[src/fb_writer_pkg.sv]
package fb_writer_pkg;

	// ############################################################
	// Pixel and memory widths
	// ############################################################

	localparam int coord_width = 12; // Column and line counters
	localparam int pixel_width = 24; // Packed RGB
	localparam int lane_width  = 64; // Two pixels, each padded to 32 bits
	localparam int beat_width  = 256;
	localparam int beat_pixels = 8;
	localparam int addr_width  = 29; // AXI byte address

	// Line memory geometry
	localparam int beat_lanes = beat_width / lane_width;

	// Bank bit on top of the beat index within one line
	localparam int word_addr_width = coord_width - $clog2(beat_pixels) + 1;

	// ############################################################
	// Burst engine states
	// ############################################################

	typedef enum logic [2:0] {
		write_idle    = 3'd0,
		write_address = 3'd1, // awvalid up
		write_prime   = 3'd2, // Line memory read latency
		write_data    = 3'd3,
		write_done    = 3'd4
	} write_state_t;

endpackage

[src/burst_writer.sv]
module burst_writer
	import fb_writer_pkg::*;
#(
	parameter logic [7:0] burst_len    = 8'd16,
	parameter int         line_width   = 3840,
	parameter int         frame_height = 2160
)(
	input  logic                   axi_clock,
	input  logic                   global_reset,
	input  logic                   freeze,
	input  logic                   axi_awready,
	input  logic                   axi_wready,

	// Line capture side
	input  logic [coord_width-1:0] write_line,
	input  logic                   write_bank,
	input  logic [beat_width-1:0]  line_beat,
	output logic                   read_bank,
	output logic [coord_width-1:0] read_column,

	// AXI4 write address and data
	output logic [addr_width-1:0]  axi_awaddr,
	output logic                   axi_awvalid,
	output logic [beat_width-1:0]  axi_wdata,
	output logic                   axi_wvalid,
	output logic                   axi_wlast
);

	localparam logic [7:0]             last_beat   = burst_len - 8'd1;
	localparam logic [coord_width-1:0] column_end  = coord_width'(line_width);
	localparam logic [coord_width-1:0] column_step = coord_width'(beat_pixels);

	write_state_t           write_state;
	logic [coord_width-1:0] write_line_last;
	logic [coord_width-1:0] read_line;
	logic [7:0]             beat_count;
	logic                   beat_taken; // Beat accepted on the previous cycle
	logic                   beat_accept;
	logic                   line_settled;
	logic                   burst_ready;

	assign beat_accept  = axi_wvalid & axi_wready;
	assign line_settled = (write_line == write_line_last);

	// A line change still being taken over holds off the next burst
	assign burst_ready = line_settled && (read_column < column_end) &&
		(read_line < frame_height) && !freeze;

	// ############################################################
	// Line tracking and read column
	// ############################################################

	always_ff @(posedge axi_clock) begin
		if (global_reset) begin
			write_line_last <= '0;
			read_line       <= '1;
			read_bank       <= 1'b0;
			read_column     <= column_end; // Nothing pending
			beat_taken      <= 1'b0;
		end else begin
			write_line_last <= write_line;
			beat_taken      <= beat_accept;
			if (write_state == write_idle) begin
				if (!line_settled) begin
					read_column <= '0; // New line completed
				end
				read_line <= write_line - 1'b1;
				read_bank <= ~write_bank; // Half that just finished filling
			end else if (beat_accept) begin
				read_column <= read_column + column_step;
			end
		end
	end

	// ############################################################
	// Write burst state machine
	// ############################################################

	always_ff @(posedge axi_clock) begin
		if (global_reset) begin
			write_state <= write_idle;
			beat_count  <= '0;
		end else begin
			case (write_state)
				write_idle: begin
					if (burst_ready) begin
						write_state <= write_address;
					end
				end
				write_address: begin
					if (axi_awready) begin
						write_state <= write_prime;
						beat_count  <= '0;
					end
				end
				write_prime: begin
					write_state <= write_data;
				end
				write_data: begin
					if (beat_accept) begin
						if (beat_count == last_beat) begin
							write_state <= write_done;
						end else begin
							beat_count <= beat_count + 1'b1;
						end
					end
				end
				default: begin
					write_state <= write_idle; // Done lasts one cycle
				end
			endcase
		end
	end

	// Line times 16384 plus column times 4
	assign axi_awaddr  = addr_width'({read_line, read_column, 2'b00});
	assign axi_awvalid = (write_state == write_address);

	// Gap after each beat lets the next column come out of the line memory
	assign axi_wvalid = (write_state == write_data) && !beat_taken;
	assign axi_wlast  = axi_wvalid && (beat_count == last_beat);
	assign axi_wdata  = line_beat;

endmodule

[config.mk]
export PLATFORM = sky130hd
export DESIGN_NAME = burst_writer
export DESIGN_NICKNAME = d
export VERILOG_FILES = /design/src/fb_writer_pkg.sv /design/src/burst_writer.sv
export SDC_FILE = /design/constraint.sdc
export NUM_CORES = 1
export LEC_CHECK = 0
export BUFFER_PORTS_ARGS = -buffer_cell sky130_fd_sc_hd__clkbuf_2
export CORE_AREA = 2 2 223 225
export DETAILED_ROUTE_END_ITERATION = 12
export DIE_AREA = 0 0 225 227
export SLEW_MARGIN = 20
export SYNTH_ARGS = -nofsm -noshare
export SYNTH_HDL_FRONTEND = slang
export SYNTH_SLANG_ARGS = --single-unit
[constraint.sdc]
create_clock -name axi_clock -period 4.35 [get_ports axi_clock]
set_clock_uncertainty 0.2 [all_clocks]
set_input_delay 0.6525 -clock axi_clock [delete_from_list [all_inputs] [get_ports axi_clock]]
set_output_delay 0.6525 -clock axi_clock [all_outputs]
set_load 0.005 [all_outputs]
After elaboration in Yosys (flattened, before gate mapping)
Cells that the tools add are included.
- input port bits: 274
- word-level logic and storage cells: 50
- bits in registers: 49
- add/sub/neg operators: 3
- magnitude comparators: 2
- eq/ne operators: 11
- mux-type cells: 12
- bitwise logic cells: 2
- reduce and logical (&&, ||, !) cells: 13
- operators by type and width (operator ; number):
    $mux W12 ; 3
    $lt A12 B12 Y1 const B ; 2
    $mux W8 ; 3
    $pmux W8 S2 ; 1
    $add A12 B4 Y12 const B ; 1
    $eq A12 B12 Y1 ; 1
    $mux W3 ; 4
    $ne A2 B2 Y1 const B ; 6
    $pmux W3 S4 ; 1
    $sub A12 B1 Y12 const B ; 1
    $add A8 B1 Y8 const B ; 1
    $eq A8 B4 Y1 const B ; 1
    $reduce_and A4 Y1 ; 2
    $eq A3 B2 Y1 const B ; 2
    $logic_and A1 B1 Y1 ; 5
    $reduce_bool A2 Y1 ; 2
    $eq A3 B1 Y1 const B ; 1
    $logic_not A3 Y1 ; 1
    $logic_not A1 Y1 ; 2
    $reduce_and A2 Y1 ; 1
    $and A1 B1 Y1 ; 1
    $not A1 Y1 ; 1

Depth between registers and ports, before layout
Gate-level depths: netlist of run 1.
- depth after elaboration: 6
- depth in mapped cells: 7

Least setup slack after synthesis of run 1
OpenSTA, ideal clock, no wires.
- path kind: in2reg
- start: in write_line[2]
- end: reg read_line[9]
- required time: 4.023 ns
- library setup time: 0.127 ns
- path buffers: 0
- arrival time: 1.704 ns
- path slack: 2.319 ns
- cell stages on the path: 5
- cell sequence: nor4_2 nand2_1 or4_1 xor2_1 a21oi_2
- longest elaborated chain between the ends: 1
- RTL lines (element ; line ; text):
    from (decl) ; burst_writer.sv:15 ; input logic [coord_width-1:0] write_line,
    $sub A12 B1 Y12 ; burst_writer.sv:67 ; read_line <= write_line - 1'b1;
    to (signal assigned) ; burst_writer.sv:67 ;
    to (decl) ; burst_writer.sv:35 ; logic [coord_width-1:0] read_line;
No other way between the ends.
A chain may end at the register's enable or synchronous reset.

Worst setup path in the final report of run 1
- start: reg beat_count[4]
- end: out axi_wlast
- longest elaborated chain between the ends: 2
- RTL lines (element ; line ; text):
    from (decl) ; burst_writer.sv:36 ; logic [7:0] beat_count;
    from (signal assigned) ; burst_writer.sv:104 ; beat_count <= beat_count + 1'b1;
    $eq A8 B4 Y1 ; burst_writer.sv:121 ; assign axi_wlast = axi_wvalid && (beat_count == last_beat);
    $logic_and A1 B1 Y1 ; burst_writer.sv:121 ;
    to (decl) ; burst_writer.sv:26 ; output logic axi_wlast
No other way between the ends.

==> flow_summary.ini, run 1 <==
[status]
outcome = finished, final reports clean

[cells_and_area]
most_common_cell_after_layout_fill_and_taps_aside = clkbuf_2
post_layout_nonfiller_instances = 928
fin_nets = 580
final_standard_cell_area_without_fillers_sq_um = 3310
highest_count_cells_in_the_layout_ignoring_fill_and_taps = clkbuf_2 (51), dfxtp_1 (46), nor2_1 (32)
final_layout_size_suffix_gt1_share_pct = 21.1
flow.area_growth_from_synthesis_pct = -21.1

[clocking]
cts-root-buf = clkbuf_16
clock_tree_from_tritoncts = yes
cts_sinks = 46
clock_edge_transition_at_the_registers_on_the_reported_setup_and_hold_paths_ns = 0.06
post_cts_buffers = 0
clock_insertion_delay_worst_skew_ns = 0.30
cts-root-to-sink-buffers = 2
cts.hold.buffers_added = 0
tritoncts_buffers = 5
cts-resized-gates = 0
clock_tree.htree_level_count = 2

[global_route]
grt_antenna_before_repair = 1
track_usage_pct = 5.37
grt_first_pass_wirelength_mm = 18.5
global_route.overflow_total = 0
grt_start_max_net_pins = 31
grt_pass1_vias = 2381

[flow_run]
drv_cap = 0

[detailed_routing]
drt_pass1_iterations = 4
dr.first_iter.drc_count = 78
route.vias.total = 2381
route.detailed.wl_per_inst_um = 15.6
routed_via_density = 2.57
remaining_drc_errors = 0
drt-total-wl_mm = 14.4
drtAntennaViolNets = 0

[sta]
finalHoldViolations = 0
hold_slack_ns = 0.290
tightest_slew_ns = 0.922
fmax_mhz = 385
min_period_over_period_pct = 59.7
relSlewSlack_pct = 38.2
fin_crit_ns = 2.60
finalSetupTns_ns = 0
finalMaxSlewViolations = 0
setup_violations = 0
setup_repair_after_global_routing_missed_its_margin = no

[floorplan]
fp-row-count = 81
die_height_um = 227
initial_core_util_pct = 8.64
floorplan.die.width_um = 225
design.portCount = 575
die-area_sq_um = 51100
core_area_sq_um = 48500

[synthesis]
synth_cell_types = 42
seq_area_frac_synth_pct = 22.0
synth_warnings = 0
postSynthAreaPerCell_sq_um = 8.03
gate_count_post_synth = 522
post_synthesis_cell_area_sq_um = 4190
ys_seq_elements = 46

[worst_setup_path]
critPathCaptureType = output port
arrival_time_reported_for_the_critical_path_endpoint_ns = 1.74
crit_fanout = 5
crit_required_ns = 3.50
cp-start-kind = flip-flop
worstSetupPathType = flip-flop to output port

[placed_design]
dpl-instance-area_sq_um = 3160
gp_routability_congestion = 0.718
post-place-cells = 918
hpwl_mm = 11.9
port_buffers = 51

[power_and_ir_drop]
static-leakage-power_nw = 1.04
total_power_w = 0.000928
powerDensity_nw_per_um2 = 280
max-vdd-ir-drop_mv = 0.118

[worst_hold_path]
hold_crit_path_type = flip-flop to flip-flop
-- final timing paths --
check	start	to	slack [ns]	cells past startpoint
setup / recovery	beat_count[4]	axi_wlast	1.75	4
hold / removal	beat_count[1]	beat_count[1]	0.29	2
setup reg to reg	write_state[1]	read_column[10]	2.29	3
hold reg to reg	beat_count[1]	beat_count[1]	0.29	2
-- cell families (layout without fill, tap and decap cells) --
| group | Yosys count | after routing | synth area share (%) |
|---|---|---|---|
| AOI/OAI and AO/OA | 39 | 39 | 6.15 |
| and+or+nand+nor | 111 | 111 | 13.6 |
| DFF | 46 | 46 | 22.0 |
| buffers and inverters | 291 | 63 | 50.8 |
| other | 1 | 13 | 0.0894 |
| xor gates and xnor gates | 29 | 29 | 6.06 |
| adders and majority gates | 3 | 3 | 0.895 |
| muxes | 2 | 2 | 0.477 |
-- worst max-delay path, stage by stage (launching register included) --
cell,delay (ns)
dfxtp_1,0.35
nor4_1,0.41
nand2_1,0.18
nor3_1,0.31
clkbuf_2,0.19
-- power breakdown --
group	leakage [nW]	internal, W	switching, W
logic	0.585	0.0000341	0.0000510
registers	0.379	0.000437	0.0000123
clock network	0.0739	0.000228	0.000165
total	1.04	0.000699	0.000229
-- layer usage --
metal  up-vias  share of wire [%]  GRT usage (%)
met3       149                 17           4.13
met2       283                 45           8.25
met4         0                9.3           5.21
li1        967                  -              -
met5         -                  0              0
met1       982                 29           4.36
-- through the flow --
stage	utilization, %	setup WS (ns)
after global routing	6.81	1.49
final	6.82	1.75
after global placement	6.51	1.82
after detailed placement	6.51	1.80
after floorplan	-	2.32
after CTS	6.81	1.60
-- Yosys cell counts (all sizes together) --
cell     instances  area share, %
nand3b           2           0.36
nand4            6           0.90
inv              3           0.27
buf            279             50
nor2b           12            1.8
nand2           19            1.7
o311ai           1           0.21
or4              2           0.36
and3             5           0.75
o211ai          10            1.8
o2111ai          2           0.42
ha               3           0.90
nand3            5           0.60
nor4b            1           0.21
clkbuf           9           0.81
nor2            33            3.0
xnor2           17            3.6
a211oi           2           0.36
a311oi           2           0.42
o21a             1           0.18
nor4             7            1.2
or3              4           0.60
and4             1           0.21
o21ai            9            1.1
conb             1          0.089
xor2            12            2.5
mux2i            2           0.48
nand2b           2           0.30
nor3            10            1.3
or2              1           0.15
a211o            1           0.21
a41oi            1           0.21
a21oi           10            1.3
dfxtp           46             22
and2             1           0.15
-- sequential cells by signal, indices dropped and copies added (netlist names) --
register	flops
read_line	12
write_line_last	12
read_column	9
beat_count	8
write_state	3
beat_taken	1
read_bank	1
-- area by class of cell --
type / count / area, sq um
fillers: 5674 / 45200
well taps: 622 / 778
clock buffers: 7 / 143
diodes: 2 / 5.00
multi-input cells: 195 / 1180
inverters: 3 / 11.3
flip-flops and latches: 46 / 921
clock inverters: 1 / 5.00
repair buffers: 52 / 263
No activity file was read; power rests on OpenSTA's default activity.
==> run 2: changes to the inputs <==
==> constraint.sdc (replaced) <==
create_clock -name axi_clock -period 2.4 [get_ports axi_clock]
set_clock_uncertainty 0.2 [all_clocks]
set_input_delay 0.36 -clock axi_clock [delete_from_list [all_inputs] [get_ports axi_clock]]
set_output_delay 0.36 -clock axi_clock [all_outputs]
set_load 0.005 [all_outputs]
==> run 2 against run 1 <==
  * Register-to-register slack lost 1.9 ns
  * Die area stayed put
  * Worst setup slack worse by 1.5 ns
  * Sequential power is 81% higher
  * Power is 88% higher
  * Flip-flop and latch count unchanged
  * Combinational power is 77% higher
  * Worst hold slack lost 0.24 ns
  * Via count is 1.7% higher
==> flow_summary.ini, run 2 (synthesized netlist as in run 1, its figures left out) <==
[status]
outcome = finished, final reports clean

[sta]
setup_violations = 0
relSlewSlack_pct = 63.2
hold_slack_ns = 0.0515
finalSetupTns_ns = 0
tightest_slew_ns = 0.550
finalHoldViolations = 0
finalMaxSlewViolations = 0
fmax_mhz = 464
min_period_over_period_pct = 89.8
fin_crit_ns = 2.15
setup_repair_after_global_routing_missed_its_margin = no

[worst_setup_path]
critPathCaptureType = output port
crit_required_ns = 1.84
arrival_time_reported_for_the_critical_path_endpoint_ns = 1.59
path_cells = ha_1 > and3_1 > nand2_1 > nor3_2 > clkbuf_2
critPathSlowestCell = dfxtp_1
cp-start-kind = flip-flop
crit_buf_inv = 1
timing.critical_path.depth = 5
worstSetupPathType = flip-flop to output port
path_delay_family = simple AND/OR/NAND/NOR gates
crit_fanout = 4
max_stage_delay_ns = 0.37
timing.reg2reg.worst_path_depth = 5

[clocking]
clock_edge_transition_at_the_registers_on_the_reported_setup_and_hold_paths_ns = 0.06
clock_tree_from_tritoncts = yes
cts-resized-gates = 1
clock_insertion_delay_worst_skew_ns = 0.28
cts.hold.buffers_added = 0
tritoncts_buffers = 5
cts-root-buf = clkbuf_16
clock_tree.htree_level_count = 2
post_cts_buffers = 0
cts-root-to-sink-buffers = 2
cts_sinks = 46

[cells_and_area]
largest_registers = read_line: 12 flops, write_line_last: 12 flops, read_column: 9 flops
most_common_cell_after_layout_fill_and_taps_aside = clkbuf_2
antenna_cells = 0
flow.area_growth_from_synthesis_pct = -19.9
highest_count_cells_in_the_layout_ignoring_fill_and_taps = clkbuf_2 (51), dfxtp_1 (46), nor2_1 (32)
fin_nets = 584
final_layout_size_suffix_gt1_share_pct = 22.7
utilization_pct = 6.92

[placed_design]
gp_routability_congestion = 0.683
port_buffers = 51
hpwl_mm = 11.9

[floorplan]
die_height_um = 227
die-area_sq_um = 51100
fp-row-count = 81
core_area_sq_um = 48500
design.portCount = 575
floorplan.die.width_um = 225
initial_core_util_pct = 8.64

[power_and_ir_drop]
pwr-share-seq_pct = 46.7
netSwitchingFraction_pct = 23.1
max-vdd-ir-drop_mv = 0.243
clkPwrFrac_pct = 44.7
static-leakage-power_nw = 1.07
powerDensity_nw_per_um2 = 520
intPower_w = 0.00134
total_power_w = 0.00175
net-switching-power_w = 0.000403
comb_power_share_pct = 8.6

[global_route]
grt_pass1_vias = 2478
grt_start_max_net_pins = 26
grt_first_pass_wirelength_mm = 18.4
track_usage_pct = 5.24
global_route.overflow_total = 0
grt_antenna_before_repair = 0

[detailed_routing]
routed_via_density = 2.60
drtAntennaViolNets = 0
dr.first_iter.drc_count = 59
remaining_drc_errors = 0
route.vias.total = 2422
drt-total-wl_mm = 14.3
drt_pass1_iterations = 4
route.detailed.wl_per_inst_um = 15.3

[worst_hold_path]
hold_crit_path_type = input pin to flip-flop
whs_path_depth = 2

[flow_run]
drv_cap = 0
run 2: cell count changes in the layout (fill, tap and decap cells not counted):
| cell | previous run | this run |
|---|---|---|
| buf_4 | 1 | 5 |
| diode_2 | 2 | 0 |
| bufinv_16 | 0 | 1 |
| clkbuf_1 | 1 | 0 |
| clkbuf_8 | 1 | 0 |
| clkinv_2 | 1 | 2 |
| nor4_1 | 6 | 5 |
| nor4_2 | 1 | 2 |
run 2: power by group through the flow:
stage | clock, W | combinational (W) | sequential [W]
after floorplan | 0 | 0.000436 | 0.000828
after global placement | 0 | 0.000156 | 0.000832
after detailed placement | 0 | 0.000159 | 0.000833
after CTS | 0.000803 | 0.000159 | 0.000816
after global routing | 0.000832 | 0.000170 | 0.000819
final | 0.000780 | 0.000151 | 0.000815
run 2: cell type report:
cell class              count  area (sq um)
fillers                  5666         45200
multi-input cells         195          1190
flip-flops and latches     46           921
well taps                 622           778
repair buffers             56           293
clock buffers               5           125
clock inverters             3          40.0
inverters                   3          11.3
run 2: path summary, 6_finish.rpt:
kind,from,endpoint,slack (ns)
worst max-delay path,beat_count[0],axi_wlast,0.25
worst min-delay path,write_bank,read_bank,0.05
worst max register to register,write_state[1],beat_count[0],0.36
worst min register to register,beat_count[1],beat_count[1],0.28
run 2: metal layers:
layer / vias up / global-route usage (%) / wire [um]
met2: 278 / 8.54 / 6660
met4: 0 / 5.02 / 1320
met1: 1027 / 3.98 / 3790
li1: 977 / - / -
met3: 140 / 3.87 / 2500
met5: - / 0 / 0
run 2: stage by stage:
step           setup slack, ns  area, sq um  std cells
3_3_place_gp             0.258         3180        922
5_1_grt                  0.106         3360        930
4_1_cts                 0.0659         3350        930
6_report                 0.246         3360        930
2_1_floorplan            0.661         4230        532
3_5_place_dp             0.231         3180        922
